--- src/common/crt_pkg.sv ---
package crt_pkg;

   // character cell geometry
   localparam int CHAR_W    = 6;   // pixels per glyph row
   localparam int CHAR_H    = 12;  // scanlines per glyph
   localparam int ROW_REP   = 3;   // each scanline drawn three times
   localparam int FETCH_LAT = 4;   // beam position to pixel bit, both planes

   // counter widths derived from the cell geometry
   localparam int PX_W   = $clog2(CHAR_W);
   localparam int LINE_W = $clog2(CHAR_H);
   localparam int REP_W  = $clog2(ROW_REP);

   typedef logic [7:0]        code_t;   // bit 7 set selects 2x3 block graphics
   typedef logic [CHAR_W-1:0] glyph_t;  // msb is the leftmost pixel
   typedef logic [CHAR_W-1:0] gfx_t;    // bit 0 is the leftmost pixel

   // which RAM the external write port hits
   typedef enum logic [1:0]
   {
      WR_TEXT,
      WR_GLYPH,
      WR_GFX
   } wr_target_t;

endpackage

--- src/hdl/pixel_mixer.sv ---
`timescale 1ns/100ps

module pixel_mixer import crt_pkg::*;
(
   input  logic vga_clk,
   input  logic rst_n,
   input  logic txt_pix,
   input  logic gfx_pix,
   input  logic graph_en,   // overlay enable
   input  logic beam_act,
   input  logic beam_hs,
   input  logic beam_vs,
   output logic pixel_data,
   output logic video_act,
   output logic h_sync,
   output logic v_sync
);

   // beam flags wait for the plane fetch
   logic [FETCH_LAT-1:0] act_dly;
   logic [FETCH_LAT-1:0] hs_dly;
   logic [FETCH_LAT-1:0] vs_dly;
   logic                 mix_pix;

   assign mix_pix = (graph_en & gfx_pix) ^ txt_pix;  // graphics xor text

   always_ff @(posedge vga_clk)
   begin
      if (!rst_n)
      begin
         act_dly    <= '0;
         hs_dly     <= '0;
         vs_dly     <= '0;
         pixel_data <= 1'b0;
         video_act  <= 1'b0;
         h_sync     <= 1'b0;
         v_sync     <= 1'b0;
      end
      else
      begin
         act_dly    <= {act_dly[FETCH_LAT-2:0], beam_act};
         hs_dly     <= {hs_dly[FETCH_LAT-2:0], beam_hs};
         vs_dly     <= {vs_dly[FETCH_LAT-2:0], beam_vs};
         pixel_data <= mix_pix;  // lines up with the oldest flag stage
         video_act  <= act_dly[FETCH_LAT-1];
         h_sync     <= hs_dly[FETCH_LAT-1];
         v_sync     <= vs_dly[FETCH_LAT-1];
      end
   end

endmodule

--- config.mk ---
export PLATFORM = sky130hd
export DESIGN_NAME = pixel_mixer
export DESIGN_NICKNAME = d
export VERILOG_FILES = /design/src/common/crt_pkg.sv /design/src/hdl/pixel_mixer.sv
export SDC_FILE = /design/constraint.sdc
export NUM_CORES = 1
export LEC_CHECK = 0
export BUFFER_PORTS_ARGS = -buffer_cell sky130_fd_sc_hd__buf_2
export CORE_MARGIN = 4
export CORE_UTILIZATION = 30
export DETAILED_ROUTE_END_ITERATION = 10
export PLACE_DENSITY_LB_ADDON = 0.25
export SLEW_MARGIN = 40
export SYNTH_ARGS = -nofsm -noshare
export SYNTH_HDL_FRONTEND = slang
export SYNTH_SLANG_ARGS = --single-unit
--- constraint.sdc ---
create_clock -name vga_clk -period 1.1 [get_ports vga_clk]
set_input_delay 0.22 -clock vga_clk [delete_from_list [all_inputs] [get_ports vga_clk]]
set_output_delay 0.22 -clock vga_clk [all_outputs]
set_load 0.03 [all_outputs]
==> impl_results.md, run 1 <==
- Status: completed
- VDD IR-drop max: 1070 uV
- Ys Warns: 0
- DRT iter0 DRCs: 0
- Crit path DAT: 0.76 ns
- Count leader, synth: dfxtp_1
- Async SR Flop Fraction: 0%
- Diode count: 0
- Ranking of synthesized cells by area: dfxtp_1 69%, and2_2 18%, and2_1 5.4%, buf_6 2.4%, mux2i_1 2.2%
- CP max stage cell: dfxtp_1
- Clock transition at path regs: 0.08 ns
- Max transition margin: 86.4%
- Place WS: 0.380 ns
- Synth top cells by count: 16 x dfxtp_1, 11 x and2_2, 4 x and2_1
- Pins Over Slew Limit: 0
- Skew-Pair Late Insertion Delay: 0.27 ns
- Resized Gates After CTS: 0
- Grt met2 use: 6.68%
- EDFF count, synth: 0
- Clock skew: 0.000441 ns
- CP Data Required Time: 0.88 ns
- Gr busiest metal: met2
- Initial antenna violation count: 0
- Synth unique cells: 7
- Leak: 0.260 nW
- Core area: 0.00138 mm^2
- Vias in the first global route: 180
- Chip width: 47.3 um
- Vert. Die Dim: 47.3 um
- DR WL/cell: 7.75 um
- Fraction of layout cells with a size suffix above 1: 51.0%
- Fmax: 1.02 GHz
- Synthesized area: 463 um^2
- Worst Reg-to-Reg Cells: 1
- Gr ovfl total: 0
- Critical Path Fanout Max: 1
- RSZ-0062 raised after global routing: false
- I/O pins: 12
- WP buf/inv: 1
- Routed vias/inst: 3.81
- DRC: 0
- Crit-path cells: buf_2
- Worst-Margin Slew: 0.205 ns
- PwrDens: 1690 mW/mm^2
- Placed cell areas: 526 um^2
- # hold bufs at CTS: 0
- Clock sinks: 16
- Max-cap violations: 0
- Layout Area Growth over Synthesis: 18.4%
- Setup bufs post-CTS: 0
- Syn avg cell area: 12.9 um^2
- CTS Root Cell: clkbuf_4
- DR vias: 244
- Routability cong.: 0.590
- Minimum clock period: 0.980 ns
- Setup TNS: 0 ns
- Kind of critical path: flop to output port
- Num CTS Buffers: 3
- Highest cell delay on the worst timing path: 0.31 ns
- Top-area cell type share of the netlist area: 69.2%
- Crit share post-route: 89.0%
- Register area share after synthesis: 69.2%
- H-tree levels: 1
- Initial Utilization: 33.5%
- GR met3 Demand/Resource: 5.75%
- Rows: 13
- Area leader, netlist: dfxtp_1
- Hold Path Depth: 2
- Worst min path class: input pin to flop
- Finished Cell Area: 548 um^2
- Delay-heaviest family, CP: flip-flops
- Design Power: 0.000925 W
- Flops & latches, synth: 16
- Area of the die: 0.00224 mm^2
- Final WL: 496 um
- Pre-Repair DR Iteration Count: 1
- Final ANT Viol Nets: 0
- Syn nets: 44
- Clock Path Buffers: 2
- Final hold vios: 0
- CP Launch Type: flop
- First-pass GRT wire length: 745 um
- CTS tree: yes
- Syn Inst Count: 36
- Largest net degree at the start of global routing: 18
- Layout Nets: 59
- Prevailing post-synth register cell: dfxtp_1
- Final setup vio count: 0
- Worst path depth: 1
- Global routing usage on met1: 5.73%
- Layout Utilization: 39.6%
- Number of port buffers: 11
- Worst Slack Setup Final: 0.120 ns
- GRT Total Usage: 5.26%
- CP endpoint kind: output port
-- cell families after synthesis --
| group | after synthesis | synth area share (%) |
|---|---|---|
| DFF | 16 | 69.2 |
| and+or+nand+nor | 18 | 26.2 |
| buffers and inverters | 1 | 2.43 |
| muxes | 1 | 2.16 |
-- flip-flops by register name (all words and copies together), names as in the netlist --
register,flops
act_dly,4
hs_dly,4
vs_dly,4
h_sync,1
pixel_data,1
v_sync,1
video_act,1
-- placed cells by master, fill, tap and decap left out --
master / Yosys / layout
and2_1: 4 / 4
and2_2: 11 / 11
buf_2: 0 / 11
clkbuf_4: 0 / 3
dfxtp_1: 16 / 16
mux2i_1: 1 / 1
nand2_1: 2 / 2
nand2b_1: 1 / 1
-- area by class of cell --
cell class,instances,area [um^2]
well taps,15,18.8
clock buffers,3,22.5
repair buffers,11,55.1
multi-input cells,19,131
flip-flops and latches,16,320
fillers,129,835
-- per-layer routing --
metal  vias to the layer above  routed length (um)
li1                        135                   -
met1                        97                 240
met2                        12                 188
met3                         0                  67
met4                         0                   0
met5                         -                   0
-- worst paths after layout --
| check | from | endpoint | slack [ns] |
|---|---|---|---|
| worst min-delay path | beam_hs | hs_dly[0]$_SDFF_PN0_ | 0.15 |
| worst min register to register | hs_dly[1]$_SDFF_PN0_ | hs_dly[2]$_SDFF_PN0_ | 0.44 |
| worst max register to register | vs_dly[3]$_SDFF_PN0_ | v_sync$_SDFF_PN0_ | 0.53 |
| worst max-delay path | h_sync$_SDFF_PN0_ | h_sync | 0.12 |
-- per-stage QoR --
stage / instances / hold slack [ns]
floorplan: 36 / 0.347
global route: 64 / 0.146
finish: 64 / 0.150
detailed placement: 61 / 0.419
global placement: 61 / 0.414
CTS: 64 / 0.139
-- power breakdown --
part           internal [W]  switching (W)
logic             0.0000241      0.0000221
registers          0.000597     0.00000292
clock network      0.000127       0.000153
total              0.000748       0.000178
Note: power is estimated with default switching activity, not from simulation.
==> run 2: changes to the inputs <==
- RECOVER_POWER: unset -> 100
==> run 2 against run 1 <==
Effect of this change: design area down 0.23%; critical endpoint is now v_sync; first-iteration DRC count unchanged; combinational power down 2%; highest routed layer unchanged; clock power about the same; maximum frequency down 1.4%.
==> impl_results.md, run 2 (synthesis results as in run 1) <==
- Clock Path Buffers: 2
- # hold bufs at CTS: 0
- Setup TNS: 0 ns
- Skew-Pair Late Insertion Delay: 0.27 ns
- CP endpoint kind: output port
- DP Cell Count: 61
- Routability cong.: 0.590
- Delay-heaviest family, CP: flip-flops
- DR WL/cell: 7.73 um
- Most common cell after layout, fill and taps aside: dfxtp_1
- RSZ-0062 raised after global routing: false
- Vert. Die Dim: 47.3 um
- Clock sinks: 16
- Setup bufs post-CTS: 0
- DRT iter0 DRCs: 0
- H-tree levels: 1
- Leak: 0.253 nW
- Max transition margin: 68.1%
- Final WL: 495 um
- Fraction of layout cells with a size suffix above 1: 49.0%
- Status: completed
- Crit path DAT: 0.77 ns
- Worst-Margin Slew: 0.479 ns
- CTS tree: yes
- Core area: 0.00138 mm^2
- First-pass GRT wire length: 745 um
- Routed vias/inst: 3.83
- Pins Over Slew Limit: 0
- CTS Root Cell: clkbuf_4
- Diode count: 0
- Vias in the first global route: 180
- Max-cap violations: 0
- WP buf/inv: 1
- Largest regs: act_dly: 4 flops, hs_dly: 4 flops, vs_dly: 4 flops
- Crit share post-route: 90.3%
- Final hold vios: 0
- Num CTS Buffers: 3
- Min Hold Slack: 0.150 ns
- Area of the die: 0.00224 mm^2
- Critical Path Fanout Max: 1
- Gr ovfl total: 0
- Number of port buffers: 11
- GRT Total Usage: 5.26%
- Design Power: 0.000924 W
- Crit-path cells: clkbuf_2
- Largest net degree at the start of global routing: 18
- Final setup vio count: 0
- PwrDens: 1690 mW/mm^2
- Final Non-Filler Cells: 64
- Highest cell delay on the worst timing path: 0.31 ns
- DR vias: 245
- Chip width: 47.3 um
- CP max stage cell: dfxtp_1
- Final ANT Viol Nets: 0
- Worst min path class: input pin to flop
- Fmax: 1.01 GHz
- CP Data Required Time: 0.88 ns
- Pre-Repair DR Iteration Count: 1
- Minimum clock period: 0.993 ns
- Layout Area Growth over Synthesis: 18.1%
- Layout Nets: 59
- I/O pins: 12
- VDD IR-drop max: 1070 uV
- Clock skew: 0.000441 ns
- DRC: 0
- CP Launch Type: flop
- Kind of critical path: flop to output port
- Resized Gates After CTS: 0
- Initial Utilization: 33.5%
- Most frequent cells in the layout: 16 x dfxtp_1, 11 x and2_2, 6 x buf_2
- Rows: 13
- Clock transition at path regs: 0.08 ns
- Initial antenna violation count: 0
## run 2: where the power goes
part | total (W) | leakage (nW) | internal [W] | switching [W]
Combinational | 0.0000454 | 0.108 | 0.0000234 | 0.0000220
Sequential | 0.000600 | 0.131 | 0.000597 | 0.00000309
Clock | 0.000279 | 0.0138 | 0.000127 | 0.000152
Total | 0.000924 | 0.253 | 0.000747 | 0.000177
## run 2: metrics by stage
stage	worst slack, ns	cell area (um^2)	utilization (%)
2_1_floorplan	0.421	463	-
3_3_place_gp	0.385	526	38.0
3_5_place_dp	0.380	526	38.0
4_1_cts	0.0976	548	39.6
5_1_grt	0.0527	547	39.5
6_report	0.107	547	39.5
## run 2: metal layers
layer	share of wire, %	vias up	global-route usage [%]
met4	0	0	1.66
met5	0	-	0
li1	-	136	-
met3	13	0	5.75
met1	47	97	5.73
met2	40	12	6.68
## run 2: cell type report
type | count | area (um^2)
Clock buffer | 3 | 22.5
Tap cell | 15 | 18.8
Sequential cell | 16 | 320
Fill cell | 129 | 836
Multi-Input combinational cell | 19 | 131
Timing Repair Buffer | 11 | 53.8
## run 2: worst paths after layout
path / start / slack [ns] / endpoint / cells past startpoint
setup / recovery: v_sync$_SDFF_PN0_ / 0.11 / v_sync / 1
hold / removal: beam_hs / 0.15 / hs_dly[0]$_SDFF_PN0_ / 2
setup reg to reg: vs_dly[3]$_SDFF_PN0_ / 0.53 / v_sync$_SDFF_PN0_ / 1
hold reg to reg: vs_dly[1]$_SDFF_PN0_ / 0.44 / vs_dly[2]$_SDFF_PN0_ / 1
==> run 3: changes to the inputs <==
- clock period: 1.1 -> 1.06 ns (I/O delays scaled with it)
==> run 3 against run 2 <==
Effect of this change: wire length shrank 0.20%; critical path depth unchanged; clock skew unchanged; die area unchanged; power rose by 3.8%; critical path type unchanged; worst hold slack got worse by 0.0080 ns; count of clock-buffer cells in the layout unchanged; sequential power grew 3.8%; global-route usage is the same.
==> impl_results.md, run 3 (synthesis results as in run 1) <==
- Status: completed
- Clock transition at path regs: 0.08 ns
- RSZ-0062 raised after global routing: false
- Crit share post-route: 92.9%
- CP endpoint kind: output port
- Leak: 0.253 nW
- CP Launch Type: flop
- PwrDens: 1750 mW/mm^2
- Largest net degree at the start of global routing: 18
- Place WS: 0.348 ns
- DR vias: 245
- Crit path DAT: 0.77 ns
- DRC: 0
- Setup TNS: 0 ns
- CTS tree: yes
- Skew-Pair Late Insertion Delay: 0.27 ns
- Core area: 0.00138 mm^2
- # hold bufs at CTS: 0
- Clock skew: 0.000441 ns
- Fmax: 1.02 GHz
- Number of port buffers: 11
- Critical Path Fanout Max: 1
- Final hold vios: 0
- Vert. Die Dim: 47.3 um
- Most frequent cells in the layout: 16 x dfxtp_1, 11 x and2_2, 6 x buf_2
- WP buf/inv: 1
- Gr ovfl total: 0
- Setup bufs post-CTS: 0
- Clock Path Buffers: 2
- Routed vias/inst: 3.83
- Most common cell after layout, fill and taps aside: dfxtp_1
- VDD IR-drop max: 1110 uV
- Pins Over Slew Limit: 0
- Initial Utilization: 33.5%
- Rows: 13
- First-pass GRT wire length: 745 um
- Kind of critical path: flop to output port
- Minimum clock period: 0.985 ns
- Placed cell areas: 526 um^2
- I/O pins: 12
- Worst Slack Setup Final: 0.0749 ns
- Worst min path class: input pin to flop
- CP max stage cell: dfxtp_1
- Crit-path cells: clkbuf_2
- Largest regs: act_dly: 4 flops, hs_dly: 4 flops, vs_dly: 4 flops
- Layout Nets: 59
- Clock sinks: 16
- Worst-Margin Slew: 0.479 ns
- Final setup vio count: 0
- Chip width: 47.3 um
- Max transition margin: 68.0%
- DRT iter0 DRCs: 0
- Diode count: 0
- Finished Cell Area: 547 um^2
- Area of the die: 0.00224 mm^2
- Num CTS Buffers: 3
- Vias in the first global route: 180
- Final WL: 494 um
- Pre-Repair DR Iteration Count: 1
- Final ANT Viol Nets: 0
- Layout Area Growth over Synthesis: 18.1%
- Routability cong.: 0.591
- DR WL/cell: 7.72 um
- GRT Total Usage: 5.26%
- Fraction of layout cells with a size suffix above 1: 49.0%
- CTS Root Cell: clkbuf_4
- Initial antenna violation count: 0
- CP Data Required Time: 0.85 ns
- Resized Gates After CTS: 0
- Highest cell delay on the worst timing path: 0.31 ns
- Delay-heaviest family, CP: flip-flops
- Max-cap violations: 0
- H-tree levels: 1
[run 3: routing by layer]
metal | wire (um) | GRT usage, %
met1 | 228 | 5.73
met2 | 197 | 6.68
met3 | 68 | 5.75
met4 | 0 | 1.66
met5 | 0 | 0
[run 3: area by class of cell]
cell class,count,area [um^2]
Multi-Input combinational cell,19,131
Clock buffer,3,22.5
Tap cell,15,18.8
Timing Repair Buffer,11,53.8
Fill cell,127,836
Sequential cell,16,320
[run 3: path summary, 6_finish.rpt]
path,startpoint,end,cells past startpoint,slack (ns)
worst max-delay path,v_sync$_SDFF_PN0_,v_sync,1,0.07
worst max register to register,vs_dly[3]$_SDFF_PN0_,v_sync$_SDFF_PN0_,1,0.49
worst min-delay path,beam_hs,hs_dly[0]$_SDFF_PN0_,2,0.14
worst min register to register,vs_dly[1]$_SDFF_PN0_,vs_dly[2]$_SDFF_PN0_,1,0.44
[run 3: metrics by stage]
stage	std cells	util [%]	hold slack, ns	power (W)
detailed placement	61	38.0	0.419	0.000686
global route	64	39.5	0.138	0.00101
floorplan	36	-	0.339	0.000668
finish	64	39.5	0.142	0.000959
global placement	61	38.0	0.414	0.000685
CTS	64	39.6	0.131	0.000986
[run 3: power breakdown]
group / internal (W) / switching, W
registers: 0.000620 / 0.00000314
clock network: 0.000131 / 0.000158
logic: 0.0000243 / 0.0000229
